**src/rtl/fbuf_pkg.sv**
```systemverilog
package fbuf_pkg;

  // Memory geometry
  localparam int ADDR_WIDTH = 4;
  localparam int DEPTH = 2 ** ADDR_WIDTH;

  // Pointers carry one wrap bit above the address so full and empty differ
  localparam int PTR_WIDTH = ADDR_WIDTH + 1;

  // Beat payload
  localparam int DATA_WIDTH = 8;
  localparam int USER_WIDTH = 1;

  // Stored word is {user, last, data}
  localparam int WORD_WIDTH = DATA_WIDTH + 1 + USER_WIDTH;

  // User value on a last beat that marks the frame for discard
  localparam logic [USER_WIDTH-1:0] BAD_FRAME_USER = 1'b1;

  // Width of each saturating frame counter
  localparam int CNT_WIDTH = 16;

endpackage

```
**src/rtl/fbuf_ram.sv**
```systemverilog
`timescale 1ns/1ps

module fbuf_ram (
  input  logic                            clk,
  input  logic                            wr_en,
  input  logic [fbuf_pkg::ADDR_WIDTH-1:0] wr_addr,
  input  logic [fbuf_pkg::DATA_WIDTH-1:0] wr_data,
  input  logic                            wr_last,
  input  logic [fbuf_pkg::USER_WIDTH-1:0] wr_user,
  input  logic                            rd_en,
  input  logic [fbuf_pkg::ADDR_WIDTH-1:0] rd_addr,
  output logic [fbuf_pkg::DATA_WIDTH-1:0] rd_data,
  output logic                            rd_last,
  output logic [fbuf_pkg::USER_WIDTH-1:0] rd_user
);

  logic [fbuf_pkg::WORD_WIDTH-1:0] mem [fbuf_pkg::DEPTH];
  logic [fbuf_pkg::WORD_WIDTH-1:0] rd_word;

  always_ff @(posedge clk) begin
    if (wr_en) begin
      mem[wr_addr] <= {wr_user, wr_last, wr_data};
    end
    if (rd_en) begin
      rd_word <= mem[rd_addr];                   // Output register holds between reads
    end
  end

  assign rd_data = rd_word[fbuf_pkg::DATA_WIDTH-1:0];
  assign rd_last = rd_word[fbuf_pkg::DATA_WIDTH];
  assign rd_user = rd_word[fbuf_pkg::DATA_WIDTH+1 +: fbuf_pkg::USER_WIDTH];

endmodule

```
**src/rtl/fbuf_ctrl.sv**
```systemverilog
`timescale 1ns/1ps

module fbuf_ctrl (
  input  logic                            clk,
  input  logic                            rst,
  input  logic                            s_tvalid,
  input  logic                            s_tlast,
  input  logic [fbuf_pkg::USER_WIDTH-1:0] s_tuser,
  output logic                            s_tready,
  output logic                            wr_en,
  output logic [fbuf_pkg::ADDR_WIDTH-1:0] wr_addr,
  input  logic                            pop_ready,
  output logic                            rd_en,
  output logic [fbuf_pkg::ADDR_WIDTH-1:0] rd_addr,
  output logic                            frame_good,
  output logic                            frame_bad,
  output logic                            frame_overflow
);

  logic [fbuf_pkg::PTR_WIDTH-1:0] wr_ptr;           // Committed write pointer
  logic [fbuf_pkg::PTR_WIDTH-1:0] wr_ptr_next;
  logic [fbuf_pkg::PTR_WIDTH-1:0] wr_ptr_cur;       // Write pointer inside the open frame
  logic [fbuf_pkg::PTR_WIDTH-1:0] wr_ptr_cur_next;
  logic [fbuf_pkg::PTR_WIDTH-1:0] wr_ptr_vis;       // Committed pointer as seen by the reader
  logic [fbuf_pkg::PTR_WIDTH-1:0] rd_ptr;
  logic                           drop_frame;
  logic                           drop_frame_next;
  logic                           accept;
  logic                           full_cur;
  logic                           full_frame;
  logic                           empty;

  // True when two pointers sit on the same word one wrap apart
  function automatic logic ptr_full(
    input logic [fbuf_pkg::PTR_WIDTH-1:0] a,
    input logic [fbuf_pkg::PTR_WIDTH-1:0] b
  );
    return (a[fbuf_pkg::ADDR_WIDTH] != b[fbuf_pkg::ADDR_WIDTH]) &&
           (a[fbuf_pkg::ADDR_WIDTH-1:0] == b[fbuf_pkg::ADDR_WIDTH-1:0]);
  endfunction

  assign full_cur   = ptr_full(wr_ptr_cur, rd_ptr);   // No free word left for the open frame
  assign full_frame = ptr_full(wr_ptr_cur, wr_ptr);   // The open frame alone fills the memory
  assign empty      = (wr_ptr_vis == rd_ptr);

  // Stall only when older committed frames hold the space
  assign s_tready = !full_cur || full_frame || drop_frame;
  assign accept   = s_tvalid && s_tready;

  assign wr_addr = wr_ptr_cur[fbuf_pkg::ADDR_WIDTH-1:0];
  assign rd_en   = pop_ready && !empty;
  assign rd_addr = rd_ptr[fbuf_pkg::ADDR_WIDTH-1:0];

  always_comb begin
    wr_en           = 1'b0;
    wr_ptr_next     = wr_ptr;
    wr_ptr_cur_next = wr_ptr_cur;
    drop_frame_next = drop_frame;
    frame_good      = 1'b0;
    frame_bad       = 1'b0;
    frame_overflow  = 1'b0;

    if (accept) begin
      if (full_cur || full_frame || drop_frame) begin
        // Oversize frame, swallow the rest of it
        drop_frame_next = 1'b1;
        if (s_tlast) begin
          wr_ptr_cur_next = wr_ptr;
          drop_frame_next = 1'b0;
          frame_overflow  = 1'b1;
        end
      end else begin
        wr_en           = 1'b1;
        wr_ptr_cur_next = wr_ptr_cur + 1'b1;
        if (s_tlast) begin
          if (s_tuser == fbuf_pkg::BAD_FRAME_USER) begin
            wr_ptr_cur_next = wr_ptr;            // Rewind over the bad frame
            frame_bad       = 1'b1;
          end else begin
            wr_ptr_next = wr_ptr_cur + 1'b1;     // Commit the frame
            frame_good  = 1'b1;
          end
        end
      end
    end
  end

  always_ff @(posedge clk) begin
    if (rst) begin
      wr_ptr     <= '0;
      wr_ptr_cur <= '0;
      wr_ptr_vis <= '0;
      rd_ptr     <= '0;
      drop_frame <= 1'b0;
    end else begin
      wr_ptr     <= wr_ptr_next;
      wr_ptr_cur <= wr_ptr_cur_next;
      wr_ptr_vis <= wr_ptr;                      // Reader sees a commit one edge later
      drop_frame <= drop_frame_next;
      if (rd_en) begin
        rd_ptr <= rd_ptr + 1'b1;
      end
    end
  end

endmodule

```
**src/rtl/fbuf_out_stage.sv**
```systemverilog
`timescale 1ns/1ps

module fbuf_out_stage (
  input  logic                            clk,
  input  logic                            rst,
  input  logic                            rd_en,
  input  logic [fbuf_pkg::DATA_WIDTH-1:0] rd_data,
  input  logic                            rd_last,
  input  logic [fbuf_pkg::USER_WIDTH-1:0] rd_user,
  output logic                            pop_ready,
  output logic [fbuf_pkg::DATA_WIDTH-1:0] m_tdata,
  output logic                            m_tlast,
  output logic [fbuf_pkg::USER_WIDTH-1:0] m_tuser,
  output logic                            m_tvalid,
  input  logic                            m_tready
);

  logic mem_valid;                               // Memory output register holds a word
  logic store_output;

  // Output register can take a new word this cycle
  assign store_output = !m_tvalid || m_tready;

  // The memory register may be refilled once its word moves on
  assign pop_ready = !mem_valid || store_output;

  always_ff @(posedge clk) begin
    if (rst) begin
      mem_valid <= 1'b0;
      m_tvalid  <= 1'b0;
    end else begin
      if (rd_en) begin
        mem_valid <= 1'b1;
      end else if (store_output) begin
        mem_valid <= 1'b0;
      end
      if (store_output) begin
        m_tvalid <= mem_valid;
      end
    end
  end

  always_ff @(posedge clk) begin
    if (store_output && mem_valid) begin
      m_tdata <= rd_data;
      m_tlast <= rd_last;
      m_tuser <= rd_user;
    end
  end

endmodule

```
**src/rtl/fbuf_stats.sv**
```systemverilog
`timescale 1ns/1ps

module fbuf_stats (
  input  logic                           clk,
  input  logic                           rst,
  input  logic                           frame_good,
  input  logic                           frame_bad,
  input  logic                           frame_overflow,
  output logic                           status_good,
  output logic                           status_bad,
  output logic                           status_overflow,
  output logic [fbuf_pkg::CNT_WIDTH-1:0] good_count,
  output logic [fbuf_pkg::CNT_WIDTH-1:0] bad_count,
  output logic [fbuf_pkg::CNT_WIDTH-1:0] overflow_count
);

  // Count up by one on a hit and stick at all ones
  function automatic logic [fbuf_pkg::CNT_WIDTH-1:0] sat_inc(
    input logic [fbuf_pkg::CNT_WIDTH-1:0] count,
    input logic                           hit
  );
    if (hit && !(&count)) begin
      return count + 1'b1;
    end
    return count;
  endfunction

  always_ff @(posedge clk) begin
    if (rst) begin
      status_good     <= 1'b0;
      status_bad      <= 1'b0;
      status_overflow <= 1'b0;
      good_count      <= '0;
      bad_count       <= '0;
      overflow_count  <= '0;
    end else begin
      status_good     <= frame_good;
      status_bad      <= frame_bad;
      status_overflow <= frame_overflow;
      good_count      <= sat_inc(good_count, frame_good);
      bad_count       <= sat_inc(bad_count, frame_bad);
      overflow_count  <= sat_inc(overflow_count, frame_overflow);
    end
  end

endmodule

```
**src/rtl/frame_buffer.sv**
```systemverilog
`timescale 1ns/1ps

module frame_buffer (
  input  logic                            clk,
  input  logic                            rst,
  input  logic [fbuf_pkg::DATA_WIDTH-1:0] s_tdata,
  input  logic                            s_tlast,
  input  logic [fbuf_pkg::USER_WIDTH-1:0] s_tuser,
  input  logic                            s_tvalid,
  output logic                            s_tready,
  output logic [fbuf_pkg::DATA_WIDTH-1:0] m_tdata,
  output logic                            m_tlast,
  output logic [fbuf_pkg::USER_WIDTH-1:0] m_tuser,
  output logic                            m_tvalid,
  input  logic                            m_tready,
  output logic                            status_good,
  output logic                            status_bad,
  output logic                            status_overflow,
  output logic [fbuf_pkg::CNT_WIDTH-1:0]  good_count,
  output logic [fbuf_pkg::CNT_WIDTH-1:0]  bad_count,
  output logic [fbuf_pkg::CNT_WIDTH-1:0]  overflow_count
);

  logic                            wr_en;
  logic [fbuf_pkg::ADDR_WIDTH-1:0] wr_addr;
  logic                            rd_en;
  logic [fbuf_pkg::ADDR_WIDTH-1:0] rd_addr;
  logic [fbuf_pkg::DATA_WIDTH-1:0] rd_data;
  logic                            rd_last;
  logic [fbuf_pkg::USER_WIDTH-1:0] rd_user;
  logic                            pop_ready;
  logic                            frame_good;
  logic                            frame_bad;
  logic                            frame_overflow;

  fbuf_ctrl i_ctrl (
    .clk            (clk),
    .rst            (rst),
    .s_tvalid       (s_tvalid),
    .s_tlast        (s_tlast),
    .s_tuser        (s_tuser),
    .s_tready       (s_tready),
    .wr_en          (wr_en),
    .wr_addr        (wr_addr),
    .pop_ready      (pop_ready),
    .rd_en          (rd_en),
    .rd_addr        (rd_addr),
    .frame_good     (frame_good),
    .frame_bad      (frame_bad),
    .frame_overflow (frame_overflow)
  );

  // Input payload goes straight to the write port
  fbuf_ram i_ram (
    .clk     (clk),
    .wr_en   (wr_en),
    .wr_addr (wr_addr),
    .wr_data (s_tdata),
    .wr_last (s_tlast),
    .wr_user (s_tuser),
    .rd_en   (rd_en),
    .rd_addr (rd_addr),
    .rd_data (rd_data),
    .rd_last (rd_last),
    .rd_user (rd_user)
  );

  fbuf_out_stage i_out_stage (
    .clk       (clk),
    .rst       (rst),
    .rd_en     (rd_en),
    .rd_data   (rd_data),
    .rd_last   (rd_last),
    .rd_user   (rd_user),
    .pop_ready (pop_ready),
    .m_tdata   (m_tdata),
    .m_tlast   (m_tlast),
    .m_tuser   (m_tuser),
    .m_tvalid  (m_tvalid),
    .m_tready  (m_tready)
  );

  fbuf_stats i_stats (
    .clk             (clk),
    .rst             (rst),
    .frame_good      (frame_good),
    .frame_bad       (frame_bad),
    .frame_overflow  (frame_overflow),
    .status_good     (status_good),
    .status_bad      (status_bad),
    .status_overflow (status_overflow),
    .good_count      (good_count),
    .bad_count       (bad_count),
    .overflow_count  (overflow_count)
  );

endmodule

```
**config.mk**
```make
export PLATFORM = sky130hd
export DESIGN_NAME = frame_buffer
export DESIGN_NICKNAME = d
export VERILOG_FILES = /design/src/rtl/fbuf_pkg.sv /design/src/rtl/fbuf_ram.sv /design/src/rtl/fbuf_ctrl.sv /design/src/rtl/fbuf_out_stage.sv /design/src/rtl/fbuf_stats.sv /design/src/rtl/frame_buffer.sv
export SDC_FILE = /design/constraint.sdc
export NUM_CORES = 1
export LEC_CHECK = 0
export BUFFER_PORTS_ARGS = -buffer_cell sky130_fd_sc_hd__buf_2
export CAP_MARGIN = 20
export CORE_ASPECT_RATIO = 0.75
export CORE_MARGIN = 1
export CORE_UTILIZATION = 30
export DETAILED_ROUTE_END_ITERATION = 10
export PLACE_DENSITY = 0.54
export SKIP_LAST_GASP = 1
export SLEW_MARGIN = 20
export SYNTH_ARGS = -nofsm -noshare
export SYNTH_HDL_FRONTEND = slang
export SYNTH_SLANG_ARGS = --single-unit
```
**constraint.sdc**
```tcl
create_clock -name clk -period 3.1 [get_ports clk]
set_clock_uncertainty 0.05 [all_clocks]
set_input_delay 0.155 -clock clk [delete_from_list [all_inputs] [get_ports clk]]
set_output_delay 0.155 -clock clk [all_outputs]
set_load 0.01 [all_outputs]
```
### Word-level counts from Yosys, hierarchy flattened

Memory sizes are Yosys's and may differ from the RTL's. A register that Yosys moved wholly into a read port is not among the register bits.
Index checks and enable logic that the tools add are counted.

| storage, ports and cells | value |
|---|---|
| flip-flop bits (word level) | 84 |
| memory bits (writable) | 160 |
| input bits | 14 |
| output and inout port bits | 63 |
| word-level logic and storage cells | 88 |
| memories | 1 |

Memory list:

| name | words | width | rd ports | clocked after Yosys merged registers in | wr ports | RTL line | RTL |
|---|---|---|---|---|---|---|---|
| i_ram.mem | 16 | 10 | 1 | 1 | 1 | fbuf_ram.sv:17 | `logic [fbuf_pkg::WORD_WIDTH-1:0] mem [fbuf_pkg::DEPTH];` |

| cells by class | value |
|---|---|
| add/sub/neg operators | 5 |
| equality and inequality tests | 6 |
| mux-type cells | 31 |
| bitwise gates (word level) | 1 |
| reductions and logical operators | 28 |

Operators with widths:

| kind | number |
|---|---|
| $add 16x1->16 const B | 3 |
| $mux 16 | 3 |
| $reduce_and 16->1 | 3 |
| $mux 1 | 24 |
| $mux 5 | 4 |
| $add 5x1->5 const B | 2 |
| $eq 4x4->1 | 2 |
| $logic_and 1x1->1 | 8 |
| $logic_not 1->1 | 7 |
| $logic_or 1x1->1 | 6 |
| $eq 5x5->1 | 1 |
| $reduce_and 2->1 | 2 |
| $reduce_and 3->1 | 1 |
| $ne 1x1->1 | 2 |
| $ne 2x2->1 const B | 1 |
| $reduce_bool 2->1 | 1 |
| $not 1->1 | 1 |

### Depth between registers and ports, before layout

Gate-level depths: netlist (run 1).

| depth | value |
|---|---|
| depth after elaboration | 10 |
| gate-level depth with buffers | 9 |
| gate-level depth less buffers | 6 |

### Cells and area by module

A second synthesis (run 1) with hierarchy kept.

| second synthesis, totals | value |
|---|---|
| cells, all modules | 735 |
| area total of the unflattened synthesis | 10665.2 um^2 |

By module, submodules not included:

| module | instances | cells each | area an instance (um^2) | seq. area each (um^2) |
|---|---|---|---|---|
| fbuf_ram | 1 | 279 | 6453.7 | 5104.9 |
| fbuf_stats | 1 | 308 | 2641.3 | 1021.0 |
| fbuf_ctrl | 1 | 129 | 1176.1 | 420.4 |
| fbuf_out_stage | 1 | 19 | 394.1 | 340.3 |

### Worst setup path before layout (run 1)

No wires, ideal clock.

| timing path | value |
|---|---|
| path type | register -> register |
| start | reg i_ctrl.wr_ptr_cur[0] (netlist name) |
| end | mem i_ram.mem[2][0] (netlist name), enable pin |
| setup time | 390 ps |
| data arrival time | 2266 ps |
| required time | 2660 ps |
| path slack | 394 ps |
| stages on the path, launching flop included | 10 |
| buffers on the path | 3 |
| clock period less this slack | 2706 ps |
| cells stage by stage | dfxtp_1 -> buf_2 -> xor2_1 -> nor2_2 -> a21o_1 -> buf_4 -> buf_6 -> nor2_1 -> nand2_1 -> nor3_1 |

| on the way | value |
|---|---|
| cells in the longest elaborated chain, start to end | 9 |
| elaborated cells on any way between the ends | 14 |
| classes of those cells | eq/ne (2); mux (4); reduce/logical (8) |

Ends and longest elaborated chain:

| what | RTL line | RTL |
|---|---|---|
| start, declared | fbuf_ctrl.sv:22 | `logic [fbuf_pkg::PTR_WIDTH-1:0] wr_ptr_cur;` |
| start signal, assigned | fbuf_ctrl.sv:97 | `wr_ptr_cur <= wr_ptr_cur_next;` |
| $eq 4x4->1 | fbuf_ctrl.sv:39 | `(a[fbuf_pkg::ADDR_WIDTH-1:0] == b[fbuf_pkg::ADDR_WIDTH-1:0]);` |
| $logic_and 1x1->1 | fbuf_ctrl.sv:38 | `return (a[fbuf_pkg::ADDR_WIDTH] != b[fbuf_pkg::ADDR_WIDTH]) &&` |
| $logic_not 1->1 | fbuf_ctrl.sv:47 | `assign s_tready = !full_cur \|\| full_frame \|\| drop_frame;` |
| $logic_or 1x1->1 (2 in series) | fbuf_ctrl.sv:47 |  |
| $logic_and 1x1->1 | fbuf_ctrl.sv:48 | `assign accept = s_tvalid && s_tready;` |
| $mux 1 | fbuf_ctrl.sv:63 | `if (accept) begin` |
| $mux 1 | fbuf_ram.sv:21 | `if (wr_en) begin` |
| $mux 1 (not written as such) | fbuf_ram.sv:22 | `mem[wr_addr] <= {wr_user, wr_last, wr_data};` |
| end, declared | fbuf_ram.sv:17 |  |

Several ways; a longest one is shown, not always the timed one.

### Worst setup path in the final report (run 1)

| timing path | value |
|---|---|
| start | reg i_ctrl.wr_ptr_cur[3] (netlist name) |
| end | mem i_ram.mem[1][7] (netlist name), enable pin |

The elaborated chain is that of the path after synthesis.

==> results of run 1 <==
## layout make-up
class	count	area [sq um]	share of cell area [%]
clock inverter	18	230.2	1.830
clock buffer	32	694.4	5.519
inverter	9	33.78	0.2685
tap	450	563.0	4.475
multi-input combinational	392	3406	27.07
sequential	254	6892	54.77
timing repair buffer	121	763.2	6.066
## power by group
part	internal, mW	leakage [nW]	switching, mW
Clock	2.02	0.442	1.33
Combinational	0.547	1.57	0.623
Sequential	3.87	2.23	0.0859
## kinds of logic after synthesis
logic type,Yosys count
buf+inv,48
simple gates,211
xor+xnor,43
fa+ha+maj,8
mux,59
compound gates,71
flops,254
## layout by cell type, fill, tap and decap left out, types with 6 or more instances in the layout
cell	Yosys	final
buf_2	14	76
edfxtp_1	180	180
mux4_2	50	50
nor2b_1	10	9
xnor2_1	30	30
nor4_2	6	6
o21ai_0	6	6
inv_1	9	9
and3_1	15	15
a21oi_1	23	23
or4_1	11	11
nand4_1	9	9
mux2i_1	7	7
nor3_1	11	11
o31ai_1	11	11
nor2_1	59	59
nand2_1	33	33
ha_1	8	8
nor4_1	8	8
clkbuf_16	0	27
dfxtp_1	74	72
buf_4	4	31
xor2_1	13	13
dlygate4sd3_1	0	13
nand3_1	20	20
## through the flow
stage          util [%]  worst slack, ns  power [mW]
6_report          36.97           0.5319       8.479
5_1_grt           36.97           0.2983       8.831
4_1_cts           36.96           0.5017       8.605
3_5_place_dp      33.86           0.5564       5.210
3_3_place_gp      33.86           0.5882       5.205
2_1_floorplan         -           0.3937       4.810
## sequential cells by signal, indices dropped and copies added (netlist names), 5 cells and up
signal,cells
i_ram.mem,160
i_stats.bad_count,16
i_stats.good_count,16
i_stats.overflow_count,16
i_ram.rd_word,10
i_out_stage.m_tdata,8
i_ctrl.rd_ptr,5
i_ctrl.wr_ptr,5
i_ctrl.wr_ptr_cur,5
i_ctrl.wr_ptr_vis,5
## metal layers
metal | vias to the layer above | routed length (um) | GRT usage [%]
met5 | - | 0 | 0
met4 | 0 | 388 | 3.020
met3 | 33 | 906 | 2.074
met2 | 110 | 9826 | 18.48
met1 | 3083 | 11490 | 19.24
li1 | 2917 | - | -
## worst max path at each step
| stage | start | endpoint | cells past startpoint |
|---|---|---|---|
| global placement | i_ctrl.wr_ptr_cur[3] | i_ram.mem[3][7] | 7 |
| detailed placement | i_ctrl.wr_ptr_cur[3] | i_ram.mem[1][8] | 7 |
| floorplan | i_ctrl.wr_ptr_cur[0] | i_ram.mem[2][0] | 9 |
| finish | i_ctrl.wr_ptr_cur[3] | i_ram.mem[1][7] | 7 |
| global route | i_ctrl.wr_ptr_cur[3] | i_ctrl.wr_ptr_cur[4] | 6 |
| CTS | i_ctrl.wr_ptr_cur[3] | s_tready | 5 |
## worst max-delay path: cells and delay by family, from the launching register on
kind                      cells  cell delay (ns)
and+or+nand+nor               4             0.75
DFF                           1             0.60
buffers and inverters         1             0.26
xor gates and xnor gates      1             0.29
AOI/OAI and AO/OA             1             0.31
==> reports/qor.yml, run 1 <==
status: "finished clean"
drt_first_iter_violations: 532
syn_inst: 694
regToRegSetupSlack_ns: 0.53
syn2layout_area_growth_pct: 19.67
max_freq_ghz: 0.3894
synth_top_family_by_area: "multiplexers"
drive_gt1_share_pct: 27.60
synthArstFlopShare_pct: 0
dp_hpwl_mm: 14.93
synth_edf_count: 180
hold_slack_ns: 0.07383
worst_setup_path_end_kind: "register"
yosysTopAreaCellShare_pct: 51.41
r2r_end: "i_ram.mem[1][7]"
ys.warnings.count: 0
wl_mm: 22.61
ir_drop_v: 0.0004676
hold_buffers: 13
synth_top_cell_by_area: "edfxtp_1"
clockBufferDepth: 3
grt_pass1_wl_mm: 35.14
synth-seq-cells: 254
drc: 0
cpMaxStageDelayCell: "dfxtp_1"
vias: 6143
grt.total_usage_pct: 12.61
post-synth-top-count-cell: "edfxtp_1"
yosys.area_share.adder_pct: 0.9520
start_kind: "register"
setup_tns_ns: 0
grt_overflow: 0
die_y_um: 164.1
cts_buffers: 27
worst-path-max-fanout: 12
cts_tree: "done"
maxSlewViolCount: 0
cts_setup_buffers: 0
leakage_nw: 4.243
crit_type: "reg -> reg"
finalSetupViolations: 0
design_area_sq_um: 12580
arrival_ns: 2.74
synth_simple_gate_area_share_pct: 11.51
clk-insertion-delay-late_ns: 0.54
antenna_found_initial: 0
io-pin-count: 77
std_cell_rows: 58
synth_xor_area_share_pct: 3.582
cp.required_ns: 3.27
core_area_sq_um: 34040
cp_cell_sequence: "xor2_1, nor3_4, a21o_1, nor2_1, nand2_1, nor3_1, buf_4"
hp-class: "in -> reg"
dp.cells: 1213
synth_compound_gate_area_share_pct: 4.689
clock-root-buffer: "clkbuf_16"
reg2reg_depth: 7
min_period_ns: 2.568
vias_per_cell: 4.814
grt_pass1_vias: 5969
ys_seq_area_share_pct: 65.50
io_buffers: 76
clk_pin_slew_ns: 0.06
gp_congestion: 0.7860
reg2reg_from: "i_ctrl.wr_ptr_cur[3]"
yosys-mux-area-fraction_pct: 11.59
synthTopCellsByCount: "edfxtp_1, dfxtp_1, nor2_1, mux4_2, nand2_1"
finalCritPeriodShare_pct: 82.84
relSlewSlack_pct: 45.15
cap_viol_max_count: 0
place_area_sq_um: 11520
antenna_left: 0
grt_start_max_net_pins: 34
synth_nets: 716
min_from: "s_tlast"
initial_utilization_pct: 30.89
hold_path_end: "i_ram.mem[15][8]"
hold_violations: 0
wl_per_cell_um: 17.72
synth.area.top_cells: "edfxtp_1, dfxtp_1, mux4_2"
slowest_delay_ns: 0.60
final_nets: 827
cts.sinks: 254
insertedDiodeCount: 0
holdPathStages: 1
rsz0062_at_grt: "no"
avgSynthCellArea_sq_um: 15.15
ys.flop_type: "edfxtp_1"
syn-cell-area_sq_um: 10510
post_cts_resized: 0
synth_cell_type_count: 67
firstDrtPassIters: 5
fillers: 3206
h-tree-depth: 1
tightestPinTransition_ns: 0.8201
power_density_nw_per_um2: 673.9
die_x_um: 218.2
finalNonFillerCells: 1276
dieArea_sq_um: 35810
No activity file was read; power rests on OpenSTA's default activity.
==> run 2: changes to the inputs <==
--- a/config.mk
+++ b/config.mk
@@ -11,7 +11,7 @@
 export CORE_MARGIN = 1
 export CORE_UTILIZATION = 30
 export DETAILED_ROUTE_END_ITERATION = 10
-export PLACE_DENSITY = 0.54
+export PLACE_DENSITY = 0.56
 export SKIP_LAST_GASP = 1
 export SLEW_MARGIN = 20
 export SYNTH_ARGS = -nofsm -noshare
==> constraint.sdc (replaced) <==
create_clock -name clk -period 2.2 [get_ports clk]
set_clock_uncertainty 0.05 [all_clocks]
set_input_delay 0.11 -clock clk [delete_from_list [all_inputs] [get_ports clk]]
set_output_delay 0.11 -clock clk [all_outputs]
set_load 0.01 [all_outputs]
==> run 2 against run 1 <==
Compared with the run above: flip-flop and latch count unchanged; die area unchanged; fmax up 21%.
==> reports/qor.yml, run 2 (synthesis gave the netlist of run 1 again) <==
ir_drop_v: 0.0004991  # +6.7%
firstDrtPassIters: 5  # unchanged
clockBufferDepth: 3  # unchanged
antenna_found_initial: 1  # +1
dieArea_sq_um: 35810  # unchanged
clockPowerShare_pct: 38.9  # -0.6 points
cts_buffers: 27  # unchanged
grt.total_usage_pct: 13.94  # +1.3 points
p_int_mw: 9.386  # +46%
final_common_cell: "edfxtp_1"
io-pin-count: 77  # unchanged
initial_utilization_pct: 30.89  # unchanged
insertedDiodeCount: 0  # unchanged
worst-path-max-fanout: 12  # unchanged
hold_violations: 0  # unchanged
maxSlewViolCount: 0  # unchanged
std_cell_rows: 58  # unchanged
die_y_um: 164.1  # unchanged
largest_reg_flops: 160  # unchanged
fillers: 3091  # -3.6%
wl_mm: 24.95  # +10%
arrival_ns: 2.50  # -0.24 ns
cp_cell_sequence: "xor2_2, nor3_4, buf_4, a41oi_4, nor4b_1, mux2i_1, nor2_1"
grt_start_max_net_pins: 33  # -2.9%
drc: 0  # unchanged
layout_common_cells: "edfxtp_1, buf_2, dfxtp_1, buf_4, mux4_2"
finalCritPeriodShare_pct: 96.81  # +14 points
hold_slack_ns: 0.3688  # +0.2949 ns
cts.sinks: 254  # unchanged
p_seq_share_pct: 45.2  # -1.5 points
slowest_delay_ns: 0.48  # -0.12 ns
grt_pass1_wl_mm: 38.10  # +8.4%
cpMaxStageDelayCell: "nor4b_1"
final_nets: 875  # +5.8%
setup_tns_ns: 0  # unchanged
min_period_ns: 2.130  # -0.4382 ns
power_density_nw_per_um2: 918.7  # +36%
cts_tree: "done"
h-tree-depth: 1  # unchanged
die_x_um: 218.2  # unchanged
grt_pass1_vias: 6156  # +3.1%
drt_first_iter_violations: 560  # +5.3%
p_sw_mw: 2.944  # +44%
cp_num_buf_inv: 1  # unchanged
p_comb_share_pct: 15.9  # +2.1 points
crit_family: "simple AND/OR/NAND/NOR gates"
top_register: "i_ram.mem"
tightestPinTransition_ns: 0.5490  # -0.2711 ns
cp.required_ns: 2.57  # -0.70 ns
wl_per_cell_um: 18.85  # +6.4%
leakage_nw: 4.603  # +8.5%
drive_gt1_share_pct: 34.78  # +7.2 points
clk-insertion-delay-late_ns: 0.53  # about the same
status: "finished clean"
hp-class: "reg -> reg"
dp_slack_ns: 0.04605  # -0.5103 ns
regToRegSetupSlack_ns: 0.07  # -0.46 ns
antenna_left: 0  # unchanged
swShare_pct: 23.88  # -0.17 points
max_freq_ghz: 0.4695  # +21%
core_area_sq_um: 34040  # unchanged
worst_setup_path_end_kind: "register"
start_kind: "register"
relSlewSlack_pct: 63.28  # +18 points
crit_type: "reg -> reg"
post-route-worst-setup-slack_ns: 0.07013  # -0.4618 ns
dp_hpwl_mm: 16.68  # +12%
gp_congestion: 0.7798  # -0.79%
clock-root-buffer: "clkbuf_16"
rsz0062_at_grt: "yes"
vias_per_cell: 4.838  # +0.50%
io_buffers: 76  # unchanged
cap_viol_max_count: 0  # unchanged
clk_pin_slew_ns: 0.06  # about the same
vias: 6406  # +4.3%
syn2layout_area_growth_pct: 27.65
grt_overflow: 0  # unchanged
finalSetupViolations: 0  # unchanged
## run 2: cell types whose count changed in the layout (fill, tap and decap cells not counted), sizes merged
cell / delta
clkbuf: -1
bufinv: +1
clkinv: +4
inv: -1
buf: +48
clkinvlp: -3
## run 2: path summary, 6_finish.rpt
check | from | to | cells after the start
hold reg to reg | i_ram.rd_word[2] | i_out_stage.m_tdata[2] | 0
setup reg to reg | i_ctrl.wr_ptr_cur[3] | i_stats.overflow_count[12] | 7
hold / removal | i_ram.rd_word[2] | i_out_stage.m_tdata[2] | 0
setup / recovery | i_ctrl.wr_ptr_cur[3] | i_stats.overflow_count[12] | 7
## run 2: per-layer routing
layer	part of all wire, %	GRT usage (%)
met1	50	21.59
met2	44	20.20
met3	4.3	2.130
met4	1.7	3.306
met5	0.032	0
## run 2: area by class of cell
| class | count | area [sq um] | area share (%) |
|---|---|---|---|
| timing repair buffer | 169 | 1390 | 10.36 |
| clock buffer | 31 | 690.7 | 5.146 |
| clock inverter | 19 | 241.5 | 1.799 |
| sequential | 254 | 6909 | 51.48 |
| tap | 450 | 563.0 | 4.195 |
| inverter | 9 | 33.78 | 0.2517 |
| multi-input combinational | 392 | 3592 | 26.77 |
## run 2: timing repair
action / 4_1_cts / 5_1_grt
endpoints found under the hold margin: 156 / 0
buffers inserted: 4 / 5
setup endpoints to repair: 1 / 108
pin swaps: 4 / 6
resized for setup: 8 / 8
hold buffers: 13 / 0
## run 2: through the flow
| stage | power (mW) | util, % | cell area, sq um | std cells |
|---|---|---|---|---|
| 3_3_place_gp | 7.589 | 35.92 | 12230 | 1252 |
| 2_1_floorplan | 6.825 | - | 10690 | 694 |
| 3_5_place_dp | 7.603 | 35.92 | 12230 | 1252 |
| 6_report | 12.33 | 39.43 | 13420 | 1324 |
| 4_1_cts | 12.48 | 39.19 | 13340 | 1319 |
| 5_1_grt | 12.81 | 39.43 | 13420 | 1324 |
## run 2: power groups by stage
stage               clock network (mW)  registers, mW  logic, mW
floorplan                            0           5.64       1.18
global placement                     0           5.68       1.91
detailed placement                   0           5.68       1.92
CTS                               4.93           5.58       1.97
global route                      5.12           5.59       2.10
finish                            4.80           5.57       1.96
==> run 3: changes to the inputs <==
--- a/config.mk
+++ b/config.mk
@@ -5,6 +5,7 @@
 export SDC_FILE = /design/constraint.sdc
 export NUM_CORES = 1
 export LEC_CHECK = 0
+export ABC_AREA = 1
 export BUFFER_PORTS_ARGS = -buffer_cell sky130_fd_sc_hd__buf_2
 export CAP_MARGIN = 20
 export CORE_ASPECT_RATIO = 0.75
==> run 3 against run 2 <==
Compared with the run above: critical path depth unchanged; worst hold slack worse by 0.36 ns; clock power about the same; area after synthesis up 5.4%; synthesized cell count up 66%; cell area down 0.94%; combinational power up 29%; first-iteration DRC count down 5.4%; fmax up 4.5%; sequential power up 0.7%; critical path type unchanged.
==> reports/qor.yml, run 3 <==
start_kind: "register"
io-pin-count: 77  # unchanged
dp_slack_ns: 0.2054  # +0.1593 ns
multi_input_area_sq_um: 3601  # +0.24%
io_buffers: 76  # unchanged
cap_viol_max_count: 0  # unchanged
vias_per_cell: 4.617  # -4.6%
cts_buffers: 27  # unchanged
ys.flop_type: "edfxtp_1"
grt.total_usage_pct: 14.45  # +0.51 points
synthArstFlopShare_pct: 0  # unchanged
p_sw_mw: 3.783  # +29%
wl_mm: 27.09  # +8.6%
dp.cells: 1720  # +37%
min_period_ns: 2.038  # -0.09168 ns
firstDrtPassIters: 5  # unchanged
post-synth-top-count-cell: "nor2_1"
clk_pin_slew_ns: 0.06  # about the same
post-route-worst-setup-slack_ns: 0.1618  # +0.09168 ns
finalSetupViolations: 0  # unchanged
std_cell_rows: 60  # +3.4%
grt_start_max_net_pins: 83  # +150%
relSlewSlack_pct: 43.21  # -20 points
ys_seq_area_share_pct: 62.17  # -3.3 points
clock-root-buffer: "clkbuf_16"
synth_cell_type_count: 34  # -49%
final_nets: 1286  # +47%
layout_common_cells: "nor2_1, nand2_1, edfxtp_1, o21ai_0, inv_1"
avgSynthCellArea_sq_um: 9.615  # -37%
dp_hpwl_mm: 18.15  # +8.8%
gp_congestion: 0.8252  # +5.8%
p_seq_share_pct: 43.3  # -1.9 points
worst-path-max-fanout: 10  # -2
synth-seq-cells: 254  # unchanged
synth_edf_count: 180  # unchanged
p_total_mw: 12.96  # +5.1%
swShare_pct: 29.19  # +5.3 points
p_int_mw: 9.176  # -2.2%
hold_violations: 0  # unchanged
clockPowerShare_pct: 37.2  # -1.7 points
synth_nets: 1174  # +64%
crit_type: "reg -> reg"
syn-cell-area_sq_um: 11080  # +5.4%
drt_first_iter_violations: 530  # -5.4%
worst_setup_path_end_kind: "register"
cts.sinks: 254  # unchanged
status: "finished clean"
max_freq_ghz: 0.4906  # +4.5%
insertedDiodeCount: 0  # unchanged
grt_overflow: 0  # unchanged
drive_gt1_share_pct: 16.11  # -19 points
grt_pass1_vias: 7710  # +25%
rsz0062_at_grt: "no"
final_common_cell: "nor2_1"
maxSlewViolCount: 0  # unchanged
finalCritPeriodShare_pct: 92.64  # -4.2 points
clockBufferDepth: 3  # unchanged
antenna_found_initial: 0  # -1
syn2layout_area_growth_pct: 20.02
final-seq-area_sq_um: 6889  # -0.29%
cts_tree: "done"
die_y_um: 168.4  # +2.6%
grt_pass1_wl_mm: 43.15  # +13%
initial_utilization_pct: 30.68  # -0.22 points
synth_top_cell_by_area: "edfxtp_1"
ir_drop_v: 0.0004577  # -8.3%
vias: 8223  # +28%
drc: 0  # unchanged
p_comb_share_pct: 19.5  # +3.6 points
fillers: 3626  # +17%
leakage_nw: 5.002  # +8.7%
clk-insertion-delay-late_ns: 0.54  # about the same
finalNonFillerCells: 1781  # +35%
wl_per_cell_um: 15.21  # -19%
tightestPinTransition_ns: 0.8487  # +0.2997 ns
synth.area.top_cells: "edfxtp_1, dfxtp_1, nor2_1"
h-tree-depth: 1  # unchanged
ys.warnings.count: 0  # unchanged
synthTopCellsByCount: "nor2_1, nand2_1, edfxtp_1, o21ai_0, inv_1"
arrival_ns: 2.22  # -0.28 ns
dieArea_sq_um: 37700  # +5.3%
yosysTopAreaCellShare_pct: 48.80  # -2.6 points
largest_reg_flops: 160  # unchanged
die_x_um: 223.9  # +2.6%
hp-class: "in -> reg"
power_density_nw_per_um2: 974.9  # +6.1%
top_register: "i_ram.mem"
cp.required_ns: 2.39  # -0.18 ns
hold_slack_ns: 0.008236  # -0.3605 ns
syn_inst: 1152  # +66%
antenna_left: 0  # unchanged
core_area_sq_um: 36110  # +6.1%
==> run 3: cells by family (layout without fill, tap and decap cells) <==
| group | after synthesis | after routing | synth area share (%) |
|---|---|---|---|
| and+or+nand+nor | 556 | 556 | 21.29 |
| AOI/OAI and AO/OA | 165 | 165 | 8.709 |
| adders and majority gates | 8 | 8 | 0.9037 |
| DFF | 254 | 254 | 62.17 |
| buffers and inverters | 149 | 282 | 5.343 |
| xor gates and xnor gates | 20 | 20 | 1.581 |
==> run 3: worst paths after layout <==
check	startpoint	end	slack, ns	depth (start not counted)
setup / recovery	i_ctrl.rd_ptr[4]	i_ram.mem[11][4]	0.16	7
hold reg to reg	i_ram.rd_word[1]	i_out_stage.m_tdata[1]	0.37	0
hold / removal	rst	i_stats.good_count[3]	0.008	4
setup reg to reg	i_ctrl.rd_ptr[4]	i_ram.mem[11][4]	0.16	7
==> run 3: layout make-up <==
type,instances,area share [%]
Sequential cell,254,51.82
Clock inverter,16,1.694
Inverter,99,2.795
Clock buffer,34,5.431
Multi-Input combinational cell,749,27.09
Tap cell,496,4.668
Timing Repair Buffer,133,6.504
==> run 3: worst max-delay path, stage by stage (launching register included) <==
cell and delay (ns):
dfxtp_1 0.38, xnor2_1 0.30, nand3b_1 0.16, nand3_2 0.12
nor2_4 0.20, inv_1 0.10, nor3_1 0.15, buf_4 0.26
==> run 3: power by group through the flow <==
stage | sequential [mW] | combinational [mW] | clock (mW)
finish | 5.61 | 2.52 | 4.83
global route | 5.64 | 2.80 | 5.15
CTS | 5.62 | 2.54 | 4.96
detailed placement | 5.72 | 2.51 | 0
global placement | 5.72 | 2.49 | 0
floorplan | 5.72 | 1.56 | 0
==> run 3: what timing repair did <==
action / 4_1_cts / 5_1_grt
endpoints found under the setup margin: 0 / 9
buffers inserted: 0 / 0
hold buffers: 11 / 0
resized for setup: 0 / 3
hold endpoints to repair: 153 / 0
==> run 3: metrics by stage <==
step / area [sq um] / util [%] / TNS [ns]
global route: 13290 / 36.82 / 0
CTS: 13290 / 36.79 / 0
detailed placement: 12230 / 33.87 / 0
floorplan: 11080 / - / -6.968
finish: 13290 / 36.82 / 0
global placement: 12230 / 33.87 / 0
==> run 3: metal layers <==
metal | GRT usage, % | up-vias | wire length, um
met3 | 2.426 | 25 | 1391
met5 | 0 | - | 0
met4 | 3.157 | 0 | 378
met2 | 21.09 | 205 | 11410
met1 | 22.09 | 3883 | 13920
li1 | - | 4110 | -
